**config.mk**
```make
export PLATFORM = sky130hd
export DESIGN_NAME = prefetch_buffer
export DESIGN_NICKNAME = d
export VERILOG_FILES = /design/src/hw/prefetch_pkg.sv /design/src/hw/fetch_fifo.sv /design/src/hw/instr_bus_if.sv /design/src/hw/prefetch_buffer.sv /design/src/hw/prefetch_controller.sv
export VERILOG_INCLUDE_DIRS = /design/src /design/src/hw
export SDC_FILE = /design/constraint.sdc
export NUM_CORES = 1
export LEC_CHECK = 0
export BUFFER_PORTS_ARGS = -buffer_cell sky130_fd_sc_hd__buf_2
export CAP_MARGIN = 20
export CORE_AREA = 3 3 137 166
export CTS_CLUSTER_DIAMETER = 120
export DETAILED_ROUTE_END_ITERATION = 10
export DIE_AREA = 0 0 140 169
export PLACE_DENSITY = 0.79
export SETUP_SLACK_MARGIN = 0.2
export SLEW_MARGIN = 20
export SYNTH_ARGS = -nofsm -noshare
export SYNTH_HDL_FRONTEND = slang
export SYNTH_SLANG_ARGS = --single-unit
```
**constraint.sdc**
```tcl
create_clock -name clk -period 4.3 [get_ports clk]
set_clock_uncertainty 0.05 [all_clocks]
set_input_delay 0 -clock clk [delete_from_list [all_inputs] [get_ports clk]]
set_output_delay 0 -clock clk [all_outputs]
set_load 0.02 [all_outputs]
```
**src/hw/prefetch_consts.svh**
```systemverilog
// Fixed 32-bit address and data widths; the FIFO depth must be a power of two and at least 2
`ifndef PREFETCH_CONSTS_SVH
`define PREFETCH_CONSTS_SVH

////////////////////////////////////////////////////////////
// Bus widths
////////////////////////////////////////////////////////////

// Byte address of an instruction word
`define PF_ADDR_W 32

// One instruction word per bus beat
`define PF_DATA_W 32

////////////////////////////////////////////////////////////
// Buffering
////////////////////////////////////////////////////////////

// Words held in the FIFO, also the cap on requests in flight
`define PF_FIFO_DEPTH 4

`endif

```
**src/hw/prefetch_pkg.sv**
```systemverilog
// Types follow the widths in prefetch_consts.svh and fifo_cnt_t counts up to PF_FIFO_DEPTH only
`default_nettype none

`include "prefetch_consts.svh"

package prefetch_pkg;

  // Byte address on the instruction bus
  typedef logic [`PF_ADDR_W-1:0] addr_t;

  // Raw instruction word as returned by memory
  typedef logic [`PF_DATA_W-1:0] instr_t;

  // Counts 0 to PF_FIFO_DEPTH inclusive
  // Used for FIFO fill level and for requests in flight
  typedef logic [$clog2(`PF_FIFO_DEPTH + 1)-1:0] fifo_cnt_t;

  // Bus adapter FSM states
  typedef enum logic {
    BUS_IDLE,
    BUS_WAIT_GNT
  } bus_state_e;

endpackage

`default_nettype wire

```
**src/hw/fetch_fifo.sv**
```systemverilog
// DEPTH must be a power of two from 2 up to PF_FIFO_DEPTH and no push may occur while full
`timescale 1ns/1ns
`default_nettype none

`include "prefetch_consts.svh"

module fetch_fifo
  import prefetch_pkg::*;
#(
  parameter int unsigned DEPTH = `PF_FIFO_DEPTH
) (
  input  wire            clk,
  input  wire            reset_i,
  input  wire            flush_i,
  input  wire            push_i,
  input  wire            pop_i,
  input  wire instr_t    data_i,
  output instr_t         data_o,
  output logic           empty_o,
  output fifo_cnt_t      cnt_o
);

  localparam int unsigned PTR_W = $clog2(DEPTH);

  // Storage, written at wr_ptr and read at rd_ptr
  instr_t mem_q [DEPTH];

  logic [PTR_W-1:0] rd_ptr_q;
  logic [PTR_W-1:0] wr_ptr_q;
  // One extra bit so a full buffer reads as DEPTH
  logic [PTR_W:0]   cnt_q;

  ////////////////////////////////////////////////////////////
  // Pointers and fill level
  ////////////////////////////////////////////////////////////

  always_ff @(posedge clk) begin
    if (reset_i || flush_i) begin
      // Flush wins over a push in the same cycle
      rd_ptr_q <= '0;
      wr_ptr_q <= '0;
      cnt_q    <= '0;
    end else begin
      // Pointers wrap naturally for power-of-two depths
      if (push_i) begin
        wr_ptr_q <= wr_ptr_q + 1'b1;
      end
      if (pop_i) begin
        rd_ptr_q <= rd_ptr_q + 1'b1;
      end
      // Simultaneous push and pop keeps the level
      if (push_i && !pop_i) begin
        cnt_q <= cnt_q + 1'b1;
      end else if (pop_i && !push_i) begin
        cnt_q <= cnt_q - 1'b1;
      end
    end
  end

  // Data path
  always_ff @(posedge clk) begin
    if (push_i) begin
      mem_q[wr_ptr_q] <= data_i;
    end
  end

  // Head word shows up the cycle after its push
  assign data_o  = mem_q[rd_ptr_q];
  assign empty_o = (cnt_q == '0);
  assign cnt_o   = fifo_cnt_t'(cnt_q);

  ////////////////////////////////////////////////////////////
  // Checks
  ////////////////////////////////////////////////////////////

  // Controller throttling must keep the buffer from overflowing
  a_no_push_full : assert property (@(posedge clk) disable iff (reset_i || flush_i)
    !(push_i && (cnt_q == (PTR_W + 1)'(DEPTH))));

  // Pops only come from an accepted fetch of a stored word
  a_no_pop_empty : assert property (@(posedge clk) disable iff (reset_i || flush_i)
    !(pop_i && empty_o));

endmodule

`default_nettype wire

```
**src/hw/instr_bus_if.sv**
```systemverilog
// Read-only instruction bus with in-order responses and no error signalling
`timescale 1ns/1ns
`default_nettype none

module instr_bus_if
  import prefetch_pkg::*;
(
  input  wire         clk,
  input  wire         reset_i,
  // Controller side
  input  wire         trans_valid_i,
  input  wire addr_t  trans_addr_i,
  output logic        trans_ready_o,
  output logic        resp_valid_o,
  output instr_t      resp_rdata_o,
  // Memory side
  output logic        instr_req_o,
  output addr_t       instr_addr_o,
  input  wire         instr_gnt_i,
  input  wire         instr_rvalid_i,
  input  wire instr_t instr_rdata_i
);

  bus_state_e state_q;
  bus_state_e state_d;

  // Address of the request still waiting for its grant
  addr_t addr_q;

  ////////////////////////////////////////////////////////////
  // Address phase
  ////////////////////////////////////////////////////////////

  always_comb begin
    state_d      = state_q;
    // Transparent by default
    instr_req_o  = trans_valid_i;
    instr_addr_o = trans_addr_i;
    case (state_q)
      BUS_IDLE: begin
        // Not granted right away so freeze the address
        if (trans_valid_i && !instr_gnt_i) begin
          state_d = BUS_WAIT_GNT;
        end
      end
      BUS_WAIT_GNT: begin
        // Replay the captured request whatever the controller now drives
        instr_req_o  = 1'b1;
        instr_addr_o = addr_q;
        if (instr_gnt_i) begin
          state_d = BUS_IDLE;
        end
      end
      default: state_d = BUS_IDLE;
    endcase
  end

  // The grant completes the controller's pending request in either state
  assign trans_ready_o = instr_gnt_i;

  always_ff @(posedge clk) begin
    if (reset_i) begin
      state_q <= BUS_IDLE;
    end else begin
      state_q <= state_d;
    end
  end

  always_ff @(posedge clk) begin
    if ((state_q == BUS_IDLE) && trans_valid_i && !instr_gnt_i) begin
      addr_q <= trans_addr_i;
    end
  end

  // Response phase passes straight through
  assign resp_valid_o = instr_rvalid_i;
  assign resp_rdata_o = instr_rdata_i;

  // Address must hold until granted, even across a branch
  a_addr_stable : assert property (@(posedge clk) disable iff (reset_i)
    (instr_req_o && !instr_gnt_i) |=> (instr_req_o && $stable(instr_addr_o)));

  // Controller only issues word addresses
  a_addr_aligned : assert property (@(posedge clk) disable iff (reset_i)
    instr_req_o |-> (instr_addr_o[1:0] == 2'b00));

endmodule

`default_nettype wire

```
**src/hw/prefetch_buffer.sv**
```systemverilog
// Word-aligned fetch on a read-only in-order bus; no compressed targets, hardware loops or errors
`timescale 1ns/1ns
`default_nettype none

module prefetch_buffer
  import prefetch_pkg::*;
(
  input  wire         clk,
  input  wire         reset_i,
  // Core fetch stage
  input  wire         req_i,
  input  wire         branch_i,
  input  wire addr_t  branch_addr_i,
  input  wire         fetch_ready_i,
  output logic        fetch_valid_o,
  output instr_t      fetch_rdata_o,
  output logic        busy_o,
  // Instruction memory
  output logic        instr_req_o,
  output addr_t       instr_addr_o,
  input  wire         instr_gnt_i,
  input  wire instr_t instr_rdata_i,
  input  wire         instr_rvalid_i
);

  // Controller to adapter
  logic      trans_valid;
  logic      trans_ready;
  addr_t     trans_addr;
  // Adapter to controller and FIFO
  logic      resp_valid;
  instr_t    resp_rdata;
  // FIFO control and status
  logic      fifo_push;
  logic      fifo_pop;
  logic      fifo_flush;
  logic      fifo_empty;
  fifo_cnt_t fifo_cnt;
  instr_t    fifo_rdata;

  ////////////////////////////////////////////////////////////
  // Fetch control
  ////////////////////////////////////////////////////////////

  prefetch_controller prefetch_controller_inst (
    .clk           (clk),
    .reset_i       (reset_i),
    .req_i         (req_i),
    .branch_i      (branch_i),
    .branch_addr_i (branch_addr_i),
    .fetch_ready_i (fetch_ready_i),
    .busy_o        (busy_o),
    .fetch_valid_o (fetch_valid_o),
    .trans_valid_o (trans_valid),
    .trans_addr_o  (trans_addr),
    .trans_ready_i (trans_ready),
    .resp_valid_i  (resp_valid),
    .fifo_push_o   (fifo_push),
    .fifo_pop_o    (fifo_pop),
    .fifo_flush_o  (fifo_flush),
    .fifo_cnt_i    (fifo_cnt),
    .fifo_empty_i  (fifo_empty)
  );

  // Word store between bus and core
  fetch_fifo fetch_fifo_inst (
    .clk     (clk),
    .reset_i (reset_i),
    .flush_i (fifo_flush),
    .push_i  (fifo_push),
    .pop_i   (fifo_pop),
    .data_i  (resp_rdata),
    .data_o  (fifo_rdata),
    .empty_o (fifo_empty),
    .cnt_o   (fifo_cnt)
  );

  // Oldest buffered word first, otherwise the word arriving now
  assign fetch_rdata_o = fifo_empty ? resp_rdata : fifo_rdata;

  ////////////////////////////////////////////////////////////
  // Memory bus
  ////////////////////////////////////////////////////////////

  instr_bus_if instr_bus_if_inst (
    .clk            (clk),
    .reset_i        (reset_i),
    .trans_valid_i  (trans_valid),
    .trans_addr_i   (trans_addr),
    .trans_ready_o  (trans_ready),
    .resp_valid_o   (resp_valid),
    .resp_rdata_o   (resp_rdata),
    .instr_req_o    (instr_req_o),
    .instr_addr_o   (instr_addr_o),
    .instr_gnt_i    (instr_gnt_i),
    .instr_rvalid_i (instr_rvalid_i),
    .instr_rdata_i  (instr_rdata_i)
  );

endmodule

`default_nettype wire

```
**src/hw/prefetch_controller.sv**
```systemverilog
// Branches need req_i high and a word target; requests in flight plus stored words stay within depth
`timescale 1ns/1ns
`default_nettype none

`include "prefetch_consts.svh"

module prefetch_controller
  import prefetch_pkg::*;
(
  input  wire            clk,
  input  wire            reset_i,
  // Core side
  input  wire            req_i,
  input  wire            branch_i,
  input  wire addr_t     branch_addr_i,
  input  wire            fetch_ready_i,
  output logic           busy_o,
  output logic           fetch_valid_o,
  // Bus adapter side
  output logic           trans_valid_o,
  output addr_t          trans_addr_o,
  input  wire            trans_ready_i,
  input  wire            resp_valid_i,
  // FIFO side
  output logic           fifo_push_o,
  output logic           fifo_pop_o,
  output logic           fifo_flush_o,
  input  wire fifo_cnt_t fifo_cnt_i,
  input  wire            fifo_empty_i
);

  localparam int unsigned DEPTH = `PF_FIFO_DEPTH;
  localparam int unsigned SUM_W = $bits(fifo_cnt_t) + 1;

  // Next sequential fetch address
  addr_t     addr_q;
  addr_t     branch_target;
  // Accepted requests whose response has not returned
  fifo_cnt_t out_cnt_q;
  // Old-stream responses still to be dropped
  fifo_cnt_t disc_cnt_q;
  fifo_cnt_t disc_cnt_d;
  // Request presented last cycle and not accepted, adapter holds it
  logic      pend_q;
  // That held request belongs to the stream before a branch
  logic      stale_q;

  logic [SUM_W-1:0] fill;
  fifo_cnt_t        fifo_used;
  logic             room;
  logic             accept;
  logic             accept_stale;
  logic             discard;
  logic             keep;

  ////////////////////////////////////////////////////////////
  // Request side
  ////////////////////////////////////////////////////////////

  assign branch_target = {branch_addr_i[`PF_ADDR_W-1:2], 2'b00};

  // FIFO contents do not count in a branch cycle since they get flushed
  assign fifo_used = branch_i ? '0 : fifo_cnt_i;
  assign fill      = {1'b0, out_cnt_q} + {1'b0, fifo_used};
  assign room      = (fill < SUM_W'(DEPTH));

  // Valid stays up once raised until the adapter takes it
  assign trans_valid_o = pend_q || (req_i && room);
  // Branch target goes out in the branch cycle itself
  assign trans_addr_o  = branch_i ? branch_target : addr_q;

  assign accept       = trans_valid_o && trans_ready_i;
  // Grant of a held request that a branch has since overtaken
  assign accept_stale = accept && pend_q && (stale_q || branch_i);

  ////////////////////////////////////////////////////////////
  // Response side
  ////////////////////////////////////////////////////////////

  // Anything returning in a branch cycle is old stream
  assign discard = resp_valid_i && (branch_i || (disc_cnt_q != '0));
  assign keep    = resp_valid_i && !discard;

  // Fall-through when nothing is buffered
  assign fetch_valid_o = !branch_i && (!fifo_empty_i || keep);
  assign fifo_pop_o    = fetch_valid_o && fetch_ready_i && !fifo_empty_i;
  assign fifo_push_o   = keep && !(fifo_empty_i && fetch_ready_i);
  assign fifo_flush_o  = branch_i;

  assign busy_o = (out_cnt_q != '0) || pend_q;

  always_comb begin
    disc_cnt_d = disc_cnt_q;
    if (branch_i) begin
      // Every response still in flight is now stale
      disc_cnt_d = out_cnt_q - fifo_cnt_t'(resp_valid_i);
    end else if (discard) begin
      disc_cnt_d = disc_cnt_q - fifo_cnt_t'(1);
    end
    // A replayed old request adds one more to drop
    disc_cnt_d = disc_cnt_d + fifo_cnt_t'(accept_stale);
  end

  always_ff @(posedge clk) begin
    if (reset_i) begin
      addr_q     <= '0;
      out_cnt_q  <= '0;
      disc_cnt_q <= '0;
      pend_q     <= 1'b0;
      stale_q    <= 1'b0;
    end else begin
      out_cnt_q  <= out_cnt_q + fifo_cnt_t'(accept) - fifo_cnt_t'(resp_valid_i);
      disc_cnt_q <= disc_cnt_d;
      pend_q     <= trans_valid_o && !trans_ready_i;
      if (accept) begin
        stale_q <= 1'b0;
      end else if (branch_i && pend_q) begin
        stale_q <= 1'b1;
      end
      // Advance only on a request of the current stream
      if (accept && !accept_stale) begin
        addr_q <= trans_addr_o + addr_t'(4);
      end else if (branch_i) begin
        addr_q <= branch_target;
      end
    end
  end

  // Core only branches while it fetches
  a_branch_req : assert property (@(posedge clk) disable iff (reset_i)
    branch_i |-> req_i);

  // Throttle keeps every outstanding word a home in the FIFO
  a_cnt_limit : assert property (@(posedge clk) disable iff (reset_i)
    ({1'b0, out_cnt_q} + {1'b0, fifo_cnt_i}) <= SUM_W'(DEPTH));

endmodule

`default_nettype wire

```
==> results.toml <==
[clock_network]
cts_buffers = 22
path_clk_slew_ns = 0.06
cts_sinks = 210
clk_path_buf_depth = 3
clk_latency_ns = 0.50
root_buffer = "clkbuf_16"
htreeDepth = 1
cts_resized = 0
cts_setup_buffers = 0
cts_tree = "yes"

[grt]
grt_pass1_vias = 6206
grt_max_degree = 69
grt_overflow_total = 0
grt_pass1_wl_um = 32100
antenna_found_initial = 0
track_usage_pct = 16.6

[setup_path]
worstPathCellList = "nor2b_1 > ha_1 > nor4b_2 > a41o_1 > nand3_1 > nor3_1 > mux2_2"
crit_family = "simple AND/OR/NAND/NOR gates"
critPathLaunchType = "register"
crit_path_end_kind = "register"
crit_required_ns = 4.63
slowest_delay_ns = 0.46
cp.arrival_ns = 3.08
criticalPathCategory = "register to register"
worst-path-max-fanout = 11
slowest_stage = "a41o_1"
path_buf_inv = 0

[synthesis]
synth_cell_types = 54
synth_edf_count = 160
synth_top_area_cell = "edfxtp_1"
synth_nets = 734
synthCells = 645
synth_area_um2 = 9510
yosys-top-cells-area = "edfxtp_1 (51%), dfxtp_1 (11%), mux2_2 (10%)"
syn-mean-instance-area_um2 = 14.7
ys_ff_latch = 210
yosysTopAreaCellShare_pct = 50.5
async_flop_share_pct = 0
synth_flop_cell = "edfxtp_1"
yosysSeqAreaShare_pct = 61.1
synth_warnings = 0

[timing]
worst_pin_slew_ns = 0.904
setup_viol = 0
post-route-period-util_pct = 64.0
drv_slew = 0
fmax_mhz = 363
min_period_ns = 2.75
slew_headroom_pct = 39.6
hold_viol = 0
tns_ns = 0
worst_slack_ns = 1.55
hold_slack_ns = 0.0726
rsz0062_at_grt = "no"

[cells_and_area]
layout_common_cells = "edfxtp_1 (160), buf_2 (135), mux2_2 (87)"
num-nets-final = 939
postLayoutCoreUtil_pct = 55.2
final_common_cell = "edfxtp_1"
areaGrowthSynthToFinish_pct = 24.2
diodes = 0
final_layout_size_suffix_gt1_share_pct = 35.6

[drt]
routedWlPerCell_um = 17.4
route.detailed.drc = 0
dr.pass1.iters = 8
drt_wl_total_um = 19900
ant_nets = 0
vias_per_cell = 5.29
vias = 6020
initialDrtViolationCount = 323

[floorplan]
die_w_um = 140
dieArea_um2 = 23700
core_um2 = 21400
start_util_pct = 44.4
io-pin-count = 138
rows = 59
die-height_um = 169

[power]
leakagePower_uw = 0.00445
total_power_uw = 4860
power_per_cell_area_nw_per_um2 = 411
ir_worst_vdd_mv = 0.279

[run_status]
status = "finished, final reports clean"

[worst_hold_path]
hold_class = "primary input to register"

[placement]
dp_hpwl_um = 13000
port_buffers = 135
post-place-ws_ns = 1.42
gp_congestion = 0.825

[flow_run]
cap_violations = 0
final timing paths:
check / slack, ns / cells past startpoint / start / to
max: 1.55 / 7 / fetch_fifo_inst.cnt_o[2]$_SDFFE_PP0P_ / prefetch_controller_inst.addr_q[28]$_SDFF_PP0_
min: 0.07 / 2 / reset_i / prefetch_controller_inst.addr_q[14]$_SDFF_PP0_
max reg2reg: 1.55 / 7 / fetch_fifo_inst.cnt_o[2]$_SDFFE_PP0P_ / prefetch_controller_inst.addr_q[28]$_SDFF_PP0_
min reg2reg: 0.43 / 2 / prefetch_controller_inst.addr_q[0]$_SDFF_PP0_ / prefetch_controller_inst.addr_q[0]$_SDFF_PP0_
per-stage QoR:
step / instances / instance area, um^2
global placement: 1034 / 10500
CTS: 1139 / 11800
finish: 1139 / 11800
floorplan: 645 / 9510
detailed placement: 1034 / 10500
global route: 1139 / 11800
cells in the mapped netlist, drive strengths merged (2+ instances only):
| master | instances |
|---|---|
| mux2i | 13 |
| xor2 | 6 |
| and4 | 3 |
| nand3 | 17 |
| edfxtp | 160 |
| a21o | 2 |
| or2 | 2 |
| nand4b | 3 |
| clkbuf | 17 |
| or3 | 4 |
| and2 | 5 |
| nor3 | 20 |
| nand2 | 18 |
| o21ai | 6 |
| a21oi | 24 |
| nor2 | 42 |
| ha | 16 |
| and3 | 8 |
| or4 | 6 |
| nand3b | 6 |
| o21a | 2 |
| inv | 28 |
| nand4 | 7 |
| nor2b | 8 |
| mux4 | 32 |
| a211oi | 4 |
| mux2 | 88 |
| o31ai | 6 |
| dfxtp | 50 |
| a22oi | 2 |
| nor3b | 2 |
| buf | 14 |
| fa | 2 |
| xnor2 | 10 |
report_power, final:
group	internal, uW	switching (uW)	total (uW)	leakage [uW]
combinational	335	422	757	0.00225
clock	1040	728	1760	0.000327
sequential	2280	49.6	2330	0.00187
total	3660	1200	4860	0.00445
what timing repair did:
| action | in CTS | in global routing |
|---|---|---|
| hold buffers | 66 | 0 |
| endpoints found under the setup margin | 0 | 0 |
| hold endpoints to repair | 189 | 0 |
cells by family (layout without fill, tap and decap cells):
kind of cell,count (synthesis),in the layout,share of synthesized area [%]
flip-flops,210,210,61.1
AND/OR/NAND/NOR,156,156,9.08
multiplexers,133,133,19.4
buffers and inverters,59,279,2.67
AO/OA/AOI/OAI,53,53,3.80
adder cells (fa/ha/maj),18,18,2.53
XOR/XNOR,16,16,1.47
final cells by class:
| type | count | area [um^2] |
|---|---|---|
| Fill cell | 1702 | 9600 |
| Sequential cell | 210 | 5810 |
| Multi-Input combinational cell | 376 | 3460 |
| Timing Repair Buffer | 212 | 1420 |
| Clock buffer | 29 | 598 |
| Tap cell | 274 | 343 |
| Inverter | 28 | 105 |
| Clock inverter | 10 | 76.3 |
routing by layer:
metal  up-vias  track usage [%]  routed length, um
met5         -                0                  0
met4         0             3.58                315
met3        23             3.11               1320
met2       202             29.6              10200
met1      2931             21.2               8070
li1       2864                -                  -
sequential cells by signal, summed over array words and instances (netlist names), named ones only:
register                             cells
fetch_fifo_inst.rd_ptr_q                 2
prefetch_controller_inst.addr_q         32
prefetch_controller_inst.stale_q         1
instr_bus_if_inst.addr_q                32
fetch_fifo_inst.mem_q                  128
prefetch_controller_inst.disc_cnt_q      3
fetch_fifo_inst.wr_ptr_q                 2
prefetch_controller_inst.pend_q          1
instr_bus_if_inst.state_q                1
fetch_fifo_inst.cnt_o                    3
prefetch_controller_inst.out_cnt_q       3
Power figures use the tool's default switching activity.
